File: config.mk
export PLATFORM = sky130hd
export DESIGN_NAME = main_bus
export DESIGN_NICKNAME = d
export VERILOG_FILES = /design/src/verilog/main_bus_pkg.sv /design/src/verilog/cab_inputs.sv /design/src/verilog/irq_gen.sv /design/src/verilog/main_bus.sv /design/src/verilog/region_decode.sv /design/src/verilog/sys_regs.sv
export SDC_FILE = /design/constraint.sdc
export NUM_CORES = 1
export LEC_CHECK = 0
export BUFFER_PORTS_ARGS = -buffer_cell sky130_fd_sc_hd__buf_2
export CAP_MARGIN = 20
export CORE_MARGIN = 2
export CORE_UTILIZATION = 41
export CTS_CLUSTER_DIAMETER = 50
export DETAILED_ROUTE_END_ITERATION = 16
export PLACE_DENSITY = 0.75
export SLEW_MARGIN = 20
export SYNTH_ARGS = -nofsm -noshare
export SYNTH_HDL_FRONTEND = slang
export SYNTH_SLANG_ARGS = --single-unit
File: constraint.sdc
create_clock -name clk -period 2.2 [get_ports clk]
set_clock_uncertainty 0.1 [all_clocks]
set_input_delay 0.22 -clock clk [delete_from_list [all_inputs] [get_ports clk]]
set_output_delay 0.22 -clock clk [all_outputs]
set_load 0.02 [all_outputs]
File: src/verilog/main_bus_pkg.sv
// **************************************************
// CPS-2 main bus shared definitions
// **************************************************

package main_bus_pkg;

    typedef logic [22:0] addr_t;
    typedef logic [15:0] data_t;
    typedef logic [20:0] rom_addr_t;
    typedef logic [9:0]  joy_t;

    // Request as latched from the Wishbone port
    typedef struct packed {
        addr_t      adr;
        data_t      dat;
        logic [1:0] sel;
        logic       we;
    } bus_req_t;

    // Write strobe into I/O or object-config space
    typedef struct packed {
        logic       valid;
        logic [5:0] offset;
        logic       cfg;
        logic [1:0] sel;
        data_t      data;
    } io_wr_t;

    typedef enum logic [2:0] {
        REGION_NONE,
        REGION_ROM,
        REGION_RAM,
        REGION_VRAM,
        REGION_IO,
        REGION_OBJCFG
    } region_e;

    typedef enum logic [1:0] {
        ST_IDLE,
        ST_WAIT,
        ST_ACK
    } bus_state_e;

    // Byte address map
    localparam logic [23:0] ROM_LO      = 24'h000000;
    localparam logic [23:0] ROM_HI      = 24'h3FFFFF;
    localparam logic [23:0] OBJCFG_ADDR = 24'h400000;
    localparam logic [23:0] IO_LO       = 24'h800000;
    localparam logic [23:0] IO_HI       = 24'h87FFFF;
    localparam logic [23:0] VRAM_LO     = 24'h900000;
    localparam logic [23:0] VRAM_HI     = 24'h92FFFF;
    localparam logic [23:0] RAM_LO      = 24'hFF0000;

    // I/O word offsets, byte address bits 8 to 3
    localparam logic [5:0] IO_IN0   = 6'h00;
    localparam logic [5:0] IO_IN1   = 6'h02;
    localparam logic [5:0] IO_IN2   = 6'h04;
    localparam logic [5:0] IO_VOL   = 6'h06;
    localparam logic [5:0] IO_OUT   = 6'h08;
    localparam logic [5:0] IO_OBANK = 6'h1C;

    localparam logic [1:0] JOY_SIX_BUTTON = 2'd0;
    localparam data_t      IDLE_DATA      = 16'hFFFF;

endpackage

File: src/verilog/cab_inputs.sv
// **************************************************
// Cabinet input words
// **************************************************

module cab_inputs import main_bus_pkg::*; (
    input  logic       clk,
    input  logic [1:0] joymode,
    input  joy_t       joystick1,
    input  joy_t       joystick2,
    input  joy_t       joystick3,
    input  joy_t       joystick4,
    input  logic [3:0] start_button,
    input  logic [3:0] coin_input,
    input  logic       service,
    input  logic       dip_test,
    input  logic       eeprom_sdo,
    output data_t      in0,
    output data_t      in1,
    output data_t      in2
);

    data_t base0;
    data_t base1;
    data_t base2;

    // Four players with up to eight lines each
    assign base0 = {joystick2[7:0], joystick1[7:0]};
    assign base1 = {joystick4[7:0], joystick3[7:0]};
    assign base2 = {coin_input, start_button, 5'b11111, service, dip_test, eeprom_sdo};

    always_ff @(posedge clk) begin
        in0 <= base0;
        in1 <= base1;
        in2 <= base2;
        if (joymode == JOY_SIX_BUTTON) begin
            // Only two players, extra buttons move to in1
            in0[15]  <= 1'b1;
            in0[7]   <= 1'b1;
            in1      <= 16'hFFFF;
            in1[2:0] <= joystick1[9:7];
            in1[5:4] <= joystick2[8:7];
            // Player 2 ninth button has no room left in in1
            in2[14]  <= joystick2[9];
        end
    end

endmodule

File: src/verilog/irq_gen.sv
// **************************************************
// VBLANK and raster interrupts
// **************************************************

module irq_gen (
    input  logic       clk,
    input  logic       rst,
    input  logic       lvbl,
    input  logic       raster,
    input  logic       skip_en,
    input  logic [3:0] start_button,
    input  logic       int_ack,
    output logic       int_vblank_n,
    output logic       int_raster_n
);

    logic lvbl_l;
    logic raster_l;
    logic skip;
    logic vb_start;
    logic vb_end;
    logic raster_rise;

    assign vb_start    = !lvbl && lvbl_l;
    assign vb_end      = lvbl && !lvbl_l;
    assign raster_rise = raster && !raster_l;

    always_ff @(posedge clk or posedge rst) begin
        if (rst) begin
            lvbl_l       <= 1'b0;
            raster_l     <= 1'b1;
            skip         <= 1'b0;
            int_vblank_n <= 1'b1;
            int_raster_n <= 1'b1;
        end else begin
            lvbl_l   <= lvbl;
            raster_l <= raster;
            // Start buttons are active low, any press toggles frame skip
            if (!skip_en)
                skip <= 1'b0;
            else if (vb_end)
                skip <= ~&start_button ? ~skip : 1'b0;
            if (int_ack) begin
                int_vblank_n <= 1'b1;
                int_raster_n <= 1'b1;
            end else begin
                if (vb_start && !skip)
                    int_vblank_n <= 1'b0;
                if (raster_rise && !skip)
                    int_raster_n <= 1'b0;
            end
        end
    end

endmodule

File: src/verilog/main_bus.sv
// **************************************************
// CPS-2 main bus top
// **************************************************

module main_bus import main_bus_pkg::*; (
    input  logic        clk,
    input  logic        rst,
    // Wishbone slave
    input  logic        cyc,
    input  logic        stb,
    input  logic        we,
    input  logic [1:0]  sel,
    input  addr_t       adr,
    input  data_t       dat_w,
    output data_t       dat_r,
    output logic        ack,
    // ROM
    output logic        rom_cs,
    output rom_addr_t   rom_addr,
    input  data_t       rom_data,
    input  logic        rom_ok,
    // Work RAM and VRAM
    output logic        ram_cs,
    output logic        vram_cs,
    output logic [16:0] ram_addr,
    output logic        ram_we,
    output logic [1:0]  ram_sel,
    output data_t       ram_wdata,
    input  data_t       ram_data,
    input  logic        ram_ok,
    // Cabinet
    input  logic [1:0]  joymode,
    input  joy_t        joystick1,
    input  joy_t        joystick2,
    input  joy_t        joystick3,
    input  joy_t        joystick4,
    input  logic [3:0]  start_button,
    input  logic [3:0]  coin_input,
    input  logic        service,
    input  logic        dip_test,
    input  logic [12:0] volume,
    // EEPROM and system
    input  logic        eeprom_sdo,
    output logic        eeprom_scs,
    output logic        eeprom_sclk,
    output logic        eeprom_sdi,
    output logic        z80_rstn,
    output logic        obank,
    output data_t       oram_base,
    // Interrupts
    input  logic        lvbl,
    input  logic        raster,
    input  logic        skip_en,
    input  logic        int_ack,
    output logic        int_vblank_n,
    output logic        int_raster_n
);

    data_t  in0;
    data_t  in1;
    data_t  in2;
    io_wr_t io_wr;

    region_decode u_decode (
        .clk(clk), .rst(rst), .cyc(cyc), .stb(stb), .we(we), .sel(sel),
        .adr(adr), .dat_w(dat_w), .dat_r(dat_r), .ack(ack),
        .rom_cs(rom_cs), .rom_addr(rom_addr), .rom_data(rom_data), .rom_ok(rom_ok),
        .ram_cs(ram_cs), .vram_cs(vram_cs), .ram_addr(ram_addr), .ram_we(ram_we),
        .ram_sel(ram_sel), .ram_wdata(ram_wdata), .ram_data(ram_data), .ram_ok(ram_ok),
        .in0(in0), .in1(in1), .in2(in2), .volume(volume), .io_wr(io_wr)
    );

    cab_inputs u_inputs (
        .clk(clk), .joymode(joymode),
        .joystick1(joystick1), .joystick2(joystick2),
        .joystick3(joystick3), .joystick4(joystick4),
        .start_button(start_button), .coin_input(coin_input),
        .service(service), .dip_test(dip_test), .eeprom_sdo(eeprom_sdo),
        .in0(in0), .in1(in1), .in2(in2)
    );

    sys_regs u_regs (
        .clk(clk), .rst(rst), .io_wr(io_wr),
        .eeprom_scs(eeprom_scs), .eeprom_sclk(eeprom_sclk), .eeprom_sdi(eeprom_sdi),
        .z80_rstn(z80_rstn), .obank(obank), .oram_base(oram_base)
    );

    irq_gen u_irq (
        .clk(clk), .rst(rst), .lvbl(lvbl), .raster(raster), .skip_en(skip_en),
        .start_button(start_button), .int_ack(int_ack),
        .int_vblank_n(int_vblank_n), .int_raster_n(int_raster_n)
    );

endmodule

File: src/verilog/region_decode.sv
// **************************************************
// Main bus region decoder
// **************************************************

module region_decode import main_bus_pkg::*; (
    input  logic       clk,
    input  logic       rst,
    input  logic       cyc,
    input  logic       stb,
    input  logic       we,
    input  logic [1:0] sel,
    input  addr_t      adr,
    input  data_t      dat_w,
    output data_t      dat_r,
    output logic       ack,
    output logic       rom_cs,
    output rom_addr_t  rom_addr,
    input  data_t      rom_data,
    input  logic       rom_ok,
    output logic       ram_cs,
    output logic       vram_cs,
    output logic [16:0] ram_addr,
    output logic       ram_we,
    output logic [1:0] ram_sel,
    output data_t      ram_wdata,
    input  data_t      ram_data,
    input  logic       ram_ok,
    input  data_t      in0,
    input  data_t      in1,
    input  data_t      in2,
    input  logic [12:0] volume,
    output io_wr_t     io_wr
);

    bus_state_e state;
    region_e    region;
    region_e    rgn_next;
    bus_req_t   req;
    logic [5:0] io_off;
    logic       wr_valid;
    logic       ext_busy;
    data_t      rd_word;

    function automatic region_e classify(input addr_t a, input logic w);
        logic [23:0] b;
        b = {a, 1'b0};
        if (b >= ROM_LO && b <= ROM_HI)
            return REGION_ROM;
        // Object config only answers writes
        else if (b == OBJCFG_ADDR && w)
            return REGION_OBJCFG;
        else if (b >= IO_LO && b <= IO_HI)
            return REGION_IO;
        else if (b >= VRAM_LO && b <= VRAM_HI)
            return REGION_VRAM;
        else if (b >= RAM_LO)
            return REGION_RAM;
        return REGION_NONE;
    endfunction

    assign rgn_next = classify(adr, we);
    assign io_off   = req.adr[7:2];
    assign ext_busy = (rom_cs && !rom_ok) || ((ram_cs || vram_cs) && !ram_ok);

    assign rom_addr  = req.adr[20:0];
    // Work RAM keeps to its own 64kB so it never aliases VRAM
    assign ram_addr  = (region == REGION_RAM) ? {2'b00, req.adr[14:0]} : req.adr[16:0];
    assign ram_we    = req.we;
    assign ram_sel   = req.sel;
    assign ram_wdata = req.dat;

    assign io_wr = '{valid: wr_valid, offset: io_off, cfg: region == REGION_OBJCFG,
                     sel: req.sel, data: req.dat};

    always_comb begin
        case (region)
            REGION_ROM:              rd_word = rom_data;
            REGION_RAM, REGION_VRAM: rd_word = ram_data;
            REGION_IO: begin
                case (io_off)
                    IO_IN0:  rd_word = in0;
                    IO_IN1:  rd_word = in1;
                    IO_IN2:  rd_word = in2;
                    IO_VOL:  rd_word = {3'b111, volume};
                    default: rd_word = IDLE_DATA;
                endcase
            end
            default:                 rd_word = IDLE_DATA;
        endcase
    end

    always_ff @(posedge clk or posedge rst) begin
        if (rst) begin
            state    <= ST_IDLE;
            region   <= REGION_NONE;
            ack      <= 1'b0;
            rom_cs   <= 1'b0;
            ram_cs   <= 1'b0;
            vram_cs  <= 1'b0;
            wr_valid <= 1'b0;
        end else begin
            ack      <= 1'b0;
            wr_valid <= 1'b0;
            case (state)
                ST_IDLE: begin
                    if (cyc && stb) begin
                        region   <= rgn_next;
                        rom_cs   <= rgn_next == REGION_ROM;
                        ram_cs   <= rgn_next == REGION_RAM;
                        vram_cs  <= rgn_next == REGION_VRAM;
                        wr_valid <= we && (rgn_next == REGION_IO || rgn_next == REGION_OBJCFG);
                        state    <= ST_WAIT;
                    end
                end
                ST_WAIT: begin
                    // Internal targets never stall
                    if (!ext_busy) begin
                        ack     <= 1'b1;
                        rom_cs  <= 1'b0;
                        ram_cs  <= 1'b0;
                        vram_cs <= 1'b0;
                        state   <= ST_ACK;
                    end
                end
                ST_ACK:  state <= ST_IDLE;
                default: state <= ST_IDLE;
            endcase
        end
    end

    always_ff @(posedge clk) begin
        if (state == ST_IDLE && cyc && stb)
            req <= '{adr: adr, dat: dat_w, sel: sel, we: we};
        if (state == ST_WAIT && !ext_busy)
            dat_r <= rd_word;
    end

endmodule

File: src/verilog/sys_regs.sv
// **************************************************
// System write registers
// **************************************************

module sys_regs import main_bus_pkg::*; (
    input  logic   clk,
    input  logic   rst,
    input  io_wr_t io_wr,
    output logic   eeprom_scs,
    output logic   eeprom_sclk,
    output logic   eeprom_sdi,
    output logic   z80_rstn,
    output logic   obank,
    output data_t  oram_base
);

    logic out_hi_wr;
    logic out_lo_wr;
    logic obank_wr;
    logic cfg_wr;

    // Byte lane strobes per register
    assign out_hi_wr = io_wr.valid && !io_wr.cfg && io_wr.offset == IO_OUT && io_wr.sel[1];
    assign out_lo_wr = io_wr.valid && !io_wr.cfg && io_wr.offset == IO_OUT && io_wr.sel[0];
    assign obank_wr  = io_wr.valid && !io_wr.cfg && io_wr.offset == IO_OBANK && io_wr.sel[0];
    assign cfg_wr    = io_wr.valid && io_wr.cfg;

    always_ff @(posedge clk or posedge rst) begin
        if (rst) begin
            eeprom_scs  <= 1'b0;
            eeprom_sclk <= 1'b0;
            eeprom_sdi  <= 1'b0;
            z80_rstn    <= 1'b0;
            obank       <= 1'b0;
            oram_base   <= '0;
        end else begin
            // EEPROM is bit-banged through the high byte
            if (out_hi_wr) begin
                eeprom_scs  <= io_wr.data[14];
                eeprom_sclk <= io_wr.data[13];
                eeprom_sdi  <= io_wr.data[12];
            end
            // Sound CPU held in reset until software releases it
            if (out_lo_wr)
                z80_rstn <= io_wr.data[3];
            if (obank_wr)
                obank <= io_wr.data[0];
            if (cfg_wr) begin
                if (io_wr.sel[1])
                    oram_base[15:8] <= io_wr.data[15:8];
                if (io_wr.sel[0])
                    oram_base[7:0] <= io_wr.data[7:0];
            end
        end
    end

endmodule
### Word level (Yosys, flattened, before mapping)

Index checks and enable logic that the tools add are counted.

* memories kept: 0
* memory bits (read-only): 0
* bits in writable memories: 0
* latch bits: 0
* output and inout port bits: 100
* input bits: 150
* bits in registers: 135
* word-level logic and storage cells: 141

* divide/modulo/power cells: 0
* order comparisons: 7
* reduce and logical (&&, ||, !) cells: 47
* bitwise logic cells: 1
* multiply operators: 0
* equality and inequality tests: 20
* multiplexer cells: 37
* shifts and indexed selects: 0
* add/sub/neg operators: 0

Operators by type and width (number)
* greater-or-equal comparator 24 bit, second input constant: 3
* one-hot mux 16 bit (4 select lines): 1
* <= comparator 24 bit, second input constant: 2
* one-hot mux 16 bit (3 select lines): 1
* greater-or-equal comparator 24 x 1 -> 1 bit, second input constant: 1
* <= comparator 24 x 22 -> 1 bit, second input constant: 1
* equality test 23 x 22 -> 1 bit, second input constant: 1
* logical AND 1 bit: 23
* 2-to-1 mux 1 bit: 21
* 2-to-1 mux 3 bit: 6
* 2-to-1 mux 17 bit: 1
* equality test 3 x 2 -> 1 bit, second input constant: 4
* equality test 3 bit, second input constant: 4
* equality test 6 x 3 -> 1 bit, second input constant: 2
* zero test 1 bit: 8
* AND reduction 2 bit: 4
* equality test 3 x 1 -> 1 bit, second input constant: 2
* equality test 6 x 2 -> 1 bit, second input constant: 1
* equality test 6 x 4 -> 1 bit, second input constant: 1
* equality test 6 x 5 -> 1 bit, second input constant: 1
* zero test 6 bit: 1
* 2-to-1 mux 6 bit: 1
* one-hot mux 1 bit (2 select lines): 3
* nonzero test 2 bit: 3
* 11 further kinds: 16

### Longest topological paths before layout

Gate-level depths: netlist of run 1.

* depth in word-level cells: 12
* mapped depth: 7
* gate-level depth less buffers: 5

### Modules after synthesis

Synthesis of run 1 repeated with hierarchy kept, for this count alone.

* cell total of the unflattened synthesis: 390
* area total of the unflattened synthesis: 5407.7 µm²

Modules (own cells, without submodules)
* region_decode: times used 1, area an instance 3284.4 µm², cells an instance 253, seq. area each 1931.9 µm²
* cab_inputs: times used 1, area an instance 1069.8 µm², cells an instance 70, seq. area each 860.8 µm²
* sys_regs: times used 1, area an instance 850.8 µm², cells an instance 52, seq. area each 525.5 µm²
* irq_gen: times used 1, area an instance 202.7 µm², cells an instance 15, seq. area each 128.9 µm²

### Worst setup path before layout of run 1

OpenSTA, ideal clock, no wires.

* path type: register to register
* start point: register u_decode.ram_cs
* end point: register u_decode.dat_r[0] (enable)
* setup time: 0.415 ns
* period minus slack after synthesis: 2.496 ns
* arrival time: 1.982 ns
* stages on the path, launching flop included: 4
* path slack: -0.296 ns
* path buffers: 0
* data required time: 1.685 ns
* cell sequence: dfrtp_1 nor2_1 o22ai_1 nor3b_1

* longest elaborated chain between the ends: 5

RTL lines
* from (decl): line region_decode.sv:20 `output logic ram_cs,`
* from (signal assigned): line region_decode.sv:98 `ram_cs <= 1'b0;`
* from (signal assigned): line region_decode.sv:109 `ram_cs <= rgn_next == REGION_RAM;`
* from (signal assigned): line region_decode.sv:120 `ram_cs <= 1'b0;`
* logical OR 1 bit: line region_decode.sv:63 `assign ext_busy = (rom_cs && !rom_ok) || ((ram_cs || vram_cs) && !ram_ok);`
* logical AND 1 bit: line region_decode.sv:63
* logical OR 1 bit: line region_decode.sv:63
* zero test 1 bit
* logical AND 1 bit: line region_decode.sv:134 `if (state == ST_WAIT && !ext_busy)`
* to (signal assigned): line region_decode.sv:135 `dat_r <= rd_word;`
* to (decl): line region_decode.sv:14 `output data_t dat_r,`

Every way passes these cells.
A chain may end at the register's enable or synchronous reset.

### Worst setup path after layout of run 1

* start point: register u_decode.region[1]
* end point: output ram_addr[16]

* longest elaborated chain between the ends: 2

RTL lines
* from (decl): line region_decode.sv:36 `region_e region;`
* from (signal assigned): line region_decode.sv:107 `region <= rgn_next;`
* equality test 3 x 2 -> 1 bit: line region_decode.sv:67 `assign ram_addr = (region == REGION_RAM) ? {2'b00, req.adr[14:0]} : req.adr[16:0];`
* 2-to-1 mux 17 bit: line region_decode.sv:67
* to (decl): line main_bus.sv:25 `output logic [16:0] ram_addr,`

Every way passes these cells.

==> results of run 1 <==
==> power groups by stage <==
stage               Clock (mW)  Sequential [mW]  Combinational, mW
finish                    2.97             2.85              0.980
global route              3.10             2.86               1.05
CTS                       3.00             2.85              0.964
detailed placement           0             2.90              0.825
global placement             0             2.89              0.801
floorplan                    0             2.97              0.395
==> layout make-up <==
cell class                 count  area [µm²]
tap                          168         210
fill                         885        3990
timing repair buffer         355        2310
sequential                   135        3450
antenna                        1        2.50
clock inverter                13         179
clock buffer                  19         443
multi-input combinational    201        1510
inverter                       6        22.5
==> stage by stage <==
step | total power [mW] | cell area [µm²]
floorplan | 3.37 | 5150
global placement | 3.69 | 6550
detailed placement | 3.72 | 6550
CTS | 6.81 | 8110
global route | 7.01 | 8130
finish | 6.80 | 8130
==> worst paths after layout <==
check,startpoint,endpoint,slack (ns),cells after the start
worst min register to register,u_regs.oram_base[5],u_regs.oram_base[5],0.40,1
max in group asynchronous,rst,u_irq.raster_l,1.29,4
min in group asynchronous,rst,u_regs.oram_base[12],0.36,4
worst min-delay path,adr[22],u_decode.region[2],0.08,3
worst max register to register,u_decode.io_wr[23],u_decode.dat_r[9],0.23,5
worst max-delay path,u_decode.region[1],ram_addr[16],0.19,5
==> cells in the final DEF, fill, tap and decap left out, types with 14 or more instances in the layout <==
cell type        n
dfxtp_1         43
nand2_1         25
dlygate4sd3_1   94
clkbuf_16       17
buf_4           14
buf_2          245
a22oi_1         15
dfrtp_1         33
o22ai_1         18
edfxtp_1        56
mux2_2          34
nor2_1          19
==> layer usage <==
layer / track usage, % / share of wire [%]
met2: 42.7 / 54
met3: 5.60 / 6.1
met1: 26.1 / 38
met5: 0 / 0
met4: 11.1 / 2.4
==> registers in the layout, indices dropped and copies added (netlist names), 2 cells and up <==
name	count
u_decode.dat_r	16
u_decode.ram_wdata	16
u_inputs.in0	16
u_inputs.in1	16
u_regs.oram_base	16
u_decode.rom_addr	15
u_inputs.in2	11
u_decode.io_wr	6
u_decode.region	3
u_decode.ram_sel	2
u_decode.state	2
==> worst reg2reg max path: stages (launching register included) <==
cell      delay [ns]
edfxtp_1        0.47
or3_4           0.46
nor2_8          0.12
nor4b_4         0.22
buf_4           0.20
a32oi_1         0.12
==> what timing repair did <==
item	4_1_cts	5_1_grt
hold endpoints to repair	123	0
resized for setup	0	2
setup endpoints to repair	0	3
hold buffers	94	0
==> cells by family after synthesis <==
family,Yosys count,synth area share [%]
DFF,135,67.0
and+or+nand+nor,102,11.4
AOI/OAI and AO/OA,60,8.02
muxes,39,9.62
buffers and inverters,35,4.01
==> key figures, run 1 <==
Outcome
  • Status: finished clean

Logic synthesis
  • Most frequent cells after synthesis: 56 x edfxtp_1, 43 x dfxtp_1, 34 x mux2_2, 33 x dfrtp_1, 25 x nand2_1
  • Share of the synthesized area in the top cell type: 32.7%
  • Async S/R FF share, synth: a little over a quarter
  • Count leader, synth: edfxtp_1
  • Post-synth EDFFs: between 50 and 60
  • Syn avg cell area: approximately 14 µm²
  • Yosys reg bits: roughly 140
  • Synth top area cells: edfxtp_1 33%, dfxtp_1 17%, dfrtp_1 16%
  • Sequential share of the synthesized area: between 60% and 70%
  • Post-Syn Instances: between 300 and 400
  • Netlist cell types: 45
  • Ys flop type: edfxtp_1
  • Post-Synthesis Cell Area: between 5000 and 6000 µm²
  • Synth Warn #: 0
  • Dominant cell type by area after synthesis: edfxtp_1
  • Syn_nets: about 520

Global route
  • Pin count of the biggest net entering global routing: 37
  • First-pass GRT wire length: around 24,000 µm
  • GRT overflow: 0
  • Vias in the first global route: between 4,000 and 5,000
  • Initial antenna violation count: 1
  • GRT Util Overall: between 20% and 30%

Worst setup path
  • CP max-delay cell: dfrtp_1
  • CP Class: reg -> out
  • Critical path required time: 1.88 ns
  • CP Launch Type: flip-flop
  • Crit path buf inv count: 3
  • Crit path DAT: 1.69 ns
  • Largest delay share family, worst path: buffers and inverters
  • CP max FO: 7
  • CP max stage delay: between 0.3 and 0.4 ns
  • Worst-path cell chain: buf_4, clkinv_1, nor3_2, nor2b_1, buf_2
  • Setup crit end kind: output pin

Power and ir drop
  • Int Power: 5.16 mW
  • Sequential Power Share: 41.9%
  • Leakage: approximately 3.6 nW
  • Pwr dens: roughly 840 nW/µm²
  • Combinational share of power: between 10% and 20%
  • Sw frac: 24.0%
  • Max VDD drop: between 0.5 and 0.6 mV
  • Psw: between 1.5 and 2 mW
  • Clock power share: a little over two fifths

Layout
  • Synthesis-to-finish area growth: 57.8%
  • Nets: just under 900
  • Count of non-filler cells in the finished layout: around 900
  • Final core occ: 67.1%
  • Layout cells sized above 1: 48.7%

Floorplanning
  • DIE AREA: roughly 13,000 µm²
  • Core Area: roughly 12,000 µm²
  • Die X: around 120 µm
  • Initial Util: between 40% and 50%
  • Row count: 40
  • # IOs: 250
  • Height of the die: 116 µm

Timing
  • Fmax: between 400 and 500 MHz
  • Final-report hold violation count: 0
  • Final Slew Violations: 0
  • TNS Setup: 0 ns
  • Worst-Margin Slew: roughly 0.47 ns
  • Worst setup margin: ~0.19 ns
  • Final setup viols: 0
  • Slew margin rel.: between 60% and 70%
  • RSZ-0062 raised after global routing: no
  • Tcrit/Tclk final: 91.4%
  • Worst hold slack: about 0.082 ns
  • Fin crit period: 2.01 ns

Route
  • Antenna-violating nets left: 0
  • Wire per inst: ~18 µm
  • Post-Route WL: between 15,000 and 20,000 µm
  • Drt via density: a little under 5
  • DRC viols: 0
  • DR iter-0 viols: around 350
  • Vias: between 4,000 and 5,000
  • 1st-pass router iterations: 4

CTS
  • Setup Buffers After CTS: 0
  • Deepest clock path buffer count: 2
  • # clock sinks: around 140
  • Clock slew at reported path FFs: ~0.050 ns
  • Clk_lat worst skew: 0.42 ns
  • Htree depth: 4
  • Clock root cell: clkbuf_16
  • CTS tree: yes
  • CTS Buf Count: 17

Hold path
  • Hold Path Class: in -> reg

Placement
  • RePlAce Congestion: around 0.86
  • Setup Slack @ Placement: around 0.24 ns
  • Dpl cells: between 700 and 800
  • I/O Buffers: between 200 and 250
  • Hpwl dp: ~11,000 µm

Run
  • Max-cap violation count: 0
No activity file was read; power rests on OpenSTA's default activity.
==> run 2, diff against run 1 <==
clock period = 1.6 ns   (was 2.2 ns; I/O delays follow)
==> key figures, run 2 (same netlist as run 1, synthesis figures left out) <==
Layout
  • Layout cells sized above 1: 53.0% (was 48.7%)
  • Fin area: 8640 µm² (was 8130 µm²)
  • Nets: 897 (was 866)
  • Commonest non-fill, non-tap cells in the layout: 241 x buf_2, 94 x dlygate4sd3_1, 56 x edfxtp_1, 43 x dfxtp_1, 40 x buf_4 (was 245 x buf_2, 94 x dlygate4sd3_1, 56 x edfxtp_1, 43 x dfxtp_1, 34 x mux2_2)
  • Synthesis-to-finish area growth: 67.8% (was 57.8%)
  • Commonest non-fill, non-tap cell in the layout: buf_2 (unchanged)

Power and ir drop
  • Pwr dens: 1120 nW/µm² (was 836 nW/µm²)
  • Leakage: 3.87 nW (was 3.65 nW)
  • Max VDD drop: 0.635 mV (was 0.560 mV)
  • Design Power: 9.72 mW (was 6.80 mW)

Floorplanning
  • # IOs: 250 (unchanged)
  • Die X: 116 µm (unchanged)
  • Core Area: 12,100 µm² (unchanged)
  • Row count: 40 (unchanged)
  • Height of the die: 116 µm (unchanged)
  • DIE AREA: 13,500 µm² (unchanged)
  • Initial Util: 42.5% (unchanged)

Timing
  • Final setup viols: 30 (was 0)
  • Fmax: approximately 530 MHz
  • Worst-Margin Slew: 0.485 ns (was 0.469 ns)
  • Worst setup margin: -0.295 ns (was 0.189 ns)
  • Final Slew Violations: 0 (unchanged)
  • Slew margin rel.: 67.6% (was 68.7%)
  • Fin crit period: around 1.9 ns
  • RSZ-0062 raised after global routing: yes (was no)
  • Tcrit/Tclk final: 118%
  • Final-report hold violation count: 0 (unchanged)

Placement
  • Dpl cell area: 6800 µm² (was 6550 µm²)
  • RePlAce Congestion: 0.887 (was 0.857)
  • Hpwl dp: 11,300 µm (was 10,700 µm)
  • I/O Buffers: 245 (unchanged)

CTS
  • CTS tree: yes (unchanged)
  • CTS Buf Count: 17 (unchanged)
  • # clock sinks: 135 (unchanged)
  • Deepest clock path buffer count: 2 (unchanged)
  • Clk_lat worst skew: 0.42 ns (about the same)
  • Htree depth: 4 (unchanged)
  • Clock slew at reported path FFs: 0.06 ns (was 0.05 ns)
  • Clock root cell: clkbuf_16 (unchanged)

Worst setup path
  • Crit path DAT: 1.95 ns (was 1.69 ns)
  • CP max-delay cell: or3_4 (was dfrtp_1)
  • Worst-path cell chain: or3_4, nor2_8, nor4b_4, buf_4, a32oi_2 (was buf_4, clkinv_1, nor3_2, nor2b_1, buf_2)
  • CP Launch Type: flip-flop (unchanged)
  • CP max FO: 6 (was 7)
  • Setup crit end kind: flip-flop (was output pin)
  • FF-to-FF path depth: 5 (unchanged)
  • Critical path required time: 1.65 ns (was 1.88 ns)
  • CP max stage delay: 0.44 ns (was 0.36 ns)
  • CP Class: reg -> reg (was reg -> out)

Route
  • Wire per inst: 18.1 µm (was 17.7 µm)
  • 1st-pass router iterations: 5 (was 4)
  • Antenna-violating nets left: 0 (unchanged)
  • Drt via density: 4.97 (was 4.96)
  • DR iter-0 viols: 233 (was 354)
  • DRC viols: 0 (unchanged)
  • Vias: 4,613 (was 4,451)
  • Post-Route WL: 16,800 µm (was 15,900 µm)

Global route
  • GRT Util Overall: 25.0% (was 23.6%)
  • Initial antenna violation count: 1 (unchanged)
  • Vias in the first global route: 4,941 (was 4,600)
  • First-pass GRT wire length: 25,000 µm (was 23,600 µm)
  • Pin count of the biggest net entering global routing: 37 (unchanged)
  • GRT overflow: 0 (unchanged)

Hold path
  • Hold Path Class: in -> reg (unchanged)
  • Min-Delay Path Depth: 3 (unchanged)

Outcome
  • Violated checks: negative setup slack
  • Status: complete, but fails checks (was finished clean)

Run
  • Max-cap violation count: 0 (unchanged)
run 2: final cells by class:
| class | count | area (µm²) |
|---|---|---|
| antenna | 1 | 2.50 |
| clock buffer | 23 | 468 |
| clock inverter | 9 | 171 |
| fill | 864 | 3470 |
| inverter | 6 | 30.0 |
| multi-input combinational | 201 | 1680 |
| sequential | 135 | 3450 |
| tap | 168 | 210 |
| timing repair buffer | 386 | 2620 |
run 2: routing by layer:
metal | vias up | track usage, % | share of wire, %
met5 | - | 0 | 0
met3 | 50 | 5.65 | 5.3
met2 | 209 | 45.1 | 53
met4 | 0 | 13.7 | 3.6
met1 | 2238 | 27.2 | 38
li1 | 2116 | - | -
run 2: worst paths after layout:
kind / start / end / slack (ns)
worst min register to register: u_regs.eeprom_sdi / u_regs.eeprom_sdi / 0.40
max in group asynchronous: rst / u_decode.region[1] / 0.74
min in group asynchronous: rst / u_regs.eeprom_sdi / 0.30
worst max-delay path: u_decode.io_wr[22] / u_decode.dat_r[9] / -0.29
worst max register to register: u_decode.io_wr[22] / u_decode.dat_r[9] / -0.29
worst min-delay path: adr[17] / u_decode.vram_cs / 0.01
run 2: worst max-delay path, delay by kind of cell, from the launching register on:
| family | cells | cell delay (ns) |
|---|---|---|
| buf+inv | 1 | 0.21 |
| compound gates | 1 | 0.09 |
| flops | 1 | 0.38 |
| simple gates | 3 | 0.84 |
run 2: timing repair:
item,in CTS,in global routing
hold endpoints to repair,123,0
setup endpoints to repair,23,41
setup buffers,6,3
hold buffers,94,0
pin swaps,5,7
resized for setup,19,28
run 2: report_power, final:
group / leakage [nW] / switching [mW] / total (mW) / internal [mW]
logic: 2.21 / 0.790 / 1.55 / 0.757
clock network: 0.310 / 1.40 / 4.24 / 2.84
registers: 1.35 / 0.0954 / 3.93 / 3.84
run 2: metrics by stage:
stage / setup WS (ns) / utilization (%) / TNS [ns] / instances / hold WS (ns)
5_1_grt: -0.383 / 71.3 / -6.78 / 929 / 0.0238
4_1_cts: -0.280 / 70.2 / -4.16 / 925 / 0.00473
6_report: -0.295 / 71.3 / -4.27 / 929 / 0.0125
3_3_place_gp: -0.195 / 56.1 / -2.78 / 793 / 0.164
3_5_place_dp: -0.271 / 56.1 / -4.20 / 793 / 0.165
2_1_floorplan: -0.417 / - / -7.26 / 371 / 0.0645
==> run 3, diff against run 2 <==
CELL_PAD_IN_SITES_DETAIL_PLACEMENT = 1   (was unset)
CELL_PAD_IN_SITES_GLOBAL_PLACEMENT = 1   (was unset)
CORE_UTILIZATION = 32   (was 41)
PLACE_DENSITY = unset   (was 0.75)
PLACE_DENSITY_LB_ADDON = 0.1   (was unset)
==> key figures, run 3 (same netlist as run 1, synthesis figures left out) <==
Outcome
  • Status: complete, but fails checks (unchanged)
  • Violated checks: negative setup slack (unchanged)

Layout
  • Fin area: 8740 µm² (was 8640 µm²)
  • Count of non-filler cells in the finished layout: 986 (was 929)
  • Synthesis-to-finish area growth: 69.8% (was 67.8%)
  • Commonest non-fill, non-tap cell in the layout: buf_2 (unchanged)
  • Commonest non-fill, non-tap cells in the layout: 242 x buf_2, 94 x dlygate4sd3_1, 56 x edfxtp_1, 43 x dfxtp_1, 42 x buf_4 (was 241 x buf_2, 94 x dlygate4sd3_1, 56 x edfxtp_1, 43 x dfxtp_1, 40 x buf_4)
  • Number of diodes: 0 (was 1)
  • Layout cells sized above 1: 54.5% (was 53.0%)
  • Nets: 907 (was 897)
  • Filler instances: 1,670 (was 864)

Worst setup path
  • Critical Path Start: u_decode.io_wr[24] (was u_decode.io_wr[22])
  • Reg2reg start: u_decode.io_wr[24] (was u_decode.io_wr[22])
  • Critical path required time: 1.65 ns (about the same)
  • FF-to-FF path depth: 5 (unchanged)
  • Setup crit end kind: flip-flop (unchanged)
  • RR Endpoint: u_decode.dat_r[11] (was u_decode.dat_r[9])
  • CP Class: reg -> reg (unchanged)
  • Crit path DAT: 1.95 ns (about the same)
  • Worst setup path endpoint: u_decode.dat_r[11] (was u_decode.dat_r[9])
  • R2R setup slack: -0.29 ns (about the same)
  • CP Launch Type: flip-flop (unchanged)
  • CP max FO: 6 (unchanged)

Placement
  • Dpl cell area: 6900 µm² (was 6800 µm²)
  • Dpl cells: 845 (was 793)
  • Setup Slack @ Placement: -0.322 ns (was -0.271 ns)
  • I/O Buffers: 245 (unchanged)
  • Hpwl dp: 12,200 µm (was 11,300 µm)
  • RePlAce Congestion: 0.779 (was 0.887)

CTS
  • CTS Buf Count: 17 (unchanged)
  • Clock root cell: clkbuf_16 (unchanged)
  • Htree depth: 4 (unchanged)
  • # clock sinks: 135 (unchanged)
  • Clock slew at reported path FFs: 0.06 ns (about the same)
  • Deepest clock path buffer count: 2 (unchanged)
  • CTS tree: yes (unchanged)
  • Clk_lat worst skew: 0.41 ns (was 0.42 ns)

Global route
  • Initial antenna violation count: 0 (was 1)
  • GRT overflow: 0 (unchanged)
  • Vias in the first global route: 4,918 (was 4,941)
  • Pin count of the biggest net entering global routing: 37 (unchanged)
  • First-pass GRT wire length: 25,200 µm (was 25,000 µm)
  • GRT Util Overall: 19.9% (was 25.0%)

Route
  • Post-Route WL: 17,100 µm (was 16,800 µm)
  • DR iter-0 viols: 137 (was 233)
  • Vias: 4,529 (was 4,613)
  • Wire per inst: 17.3 µm (was 18.1 µm)
  • Antenna-violating nets left: 0 (unchanged)
  • 1st-pass router iterations: 4 (was 5)
  • Drt via density: 4.59 (was 4.97)
  • DRC viols: 0 (unchanged)

Timing
  • Slew margin rel.: 66.9% (was 67.6%)
  • Final-report hold violation count: 0 (unchanged)
  • Fmax: 528 MHz (about the same)
  • Worst-Margin Slew: 0.497 ns (was 0.485 ns)
  • Worst hold slack: 0.0172 ns (was 0.0125 ns)
  • Final Slew Violations: 0 (unchanged)
  • RSZ-0062 raised after global routing: yes (unchanged)
  • Worst setup margin: -0.295 ns (about the same)
  • Fin crit period: 1.89 ns (about the same)
  • Final setup viols: 39 (was 30)
  • Tcrit/Tclk final: 118% (about the same)

Floorplanning
  • Die X: 131 µm (was 116 µm)
  • # IOs: 250 (unchanged)
  • Initial Util: 32.5% (was 42.5%)
  • Height of the die: 131 µm (was 116 µm)
  • Core Area: 15,800 µm² (was 12,100 µm²)
  • DIE AREA: 17,100 µm² (was 13,500 µm²)
  • Row count: 46 (was 40)

Power and ir drop
  • Pwr dens: 1050 nW/µm² (was 1120 nW/µm²)
  • Max VDD drop: 0.777 mV (was 0.635 mV)
  • Leakage: 3.88 nW (was 3.87 nW)

Hold path
  • Min-Delay Path Depth: 4 (was 3)
  • HP Start: ram_ok (was adr[17])
  • Hold Path Class: in -> reg (unchanged)

Run
  • Max-cap violation count: 0 (unchanged)
[run 3: how the worst min path moves through the flow]
stage | to
floorplan | u_irq.raster_l
global placement | u_inputs.in0[5]
detailed placement | u_inputs.in2[15]
CTS | u_decode.state[0]
global route | u_decode.state[0]
finish | u_decode.state[0]
[run 3: timing repair]
item	CTS	global route
buffers inserted	8	7
resized for setup	39	19
hold buffers	94	0
pin swaps	6	5
endpoints found under the hold margin	123	0
endpoints found under the setup margin	29	43
[run 3: area by class of cell]
class,instances,area [µm²],share of cell area [%]
clock inverter,13,110,1.26
sequential,135,3450,39.5
multi-input combinational,201,1710,19.6
clock buffer,19,433,4.95
timing repair buffer,396,2730,31.2
tap,216,270,3.09
inverter,6,32.5,0.372
[run 3: power by group]
group          internal (mW)  switching [mW]
clock network           2.12            1.48
registers               3.83          0.0858
logic                  0.845           0.802
total                   6.80            2.37
[run 3: through the flow]
step                utilization [%]  setup TNS [ns]  power, mW
floorplan                         -           -7.26       4.64
global placement               43.6           -3.89       5.21
detailed placement             43.6           -4.77       5.25
CTS                            54.4           -5.24       9.17
global route                   55.2           -7.70       9.55
finish                         55.2           -5.19       9.17
[run 3: per-layer routing]
layer | vias up | track usage, % | wire length [µm]
li1 | 2144 | - | -
met1 | 2208 | 23.1 | 6870
met2 | 160 | 35.7 | 8930
met3 | 17 | 6.11 | 1070
met4 | 0 | 5.38 | 202
met5 | - | 0 | 0
[run 3: critical path: stages, from the launching register on]
cell and delay, ns:
edfxtp_1 0.39, or3_4 0.45, nor2_8 0.09, nor4b_4 0.29, buf_4 0.22, a32oi_1 0.09
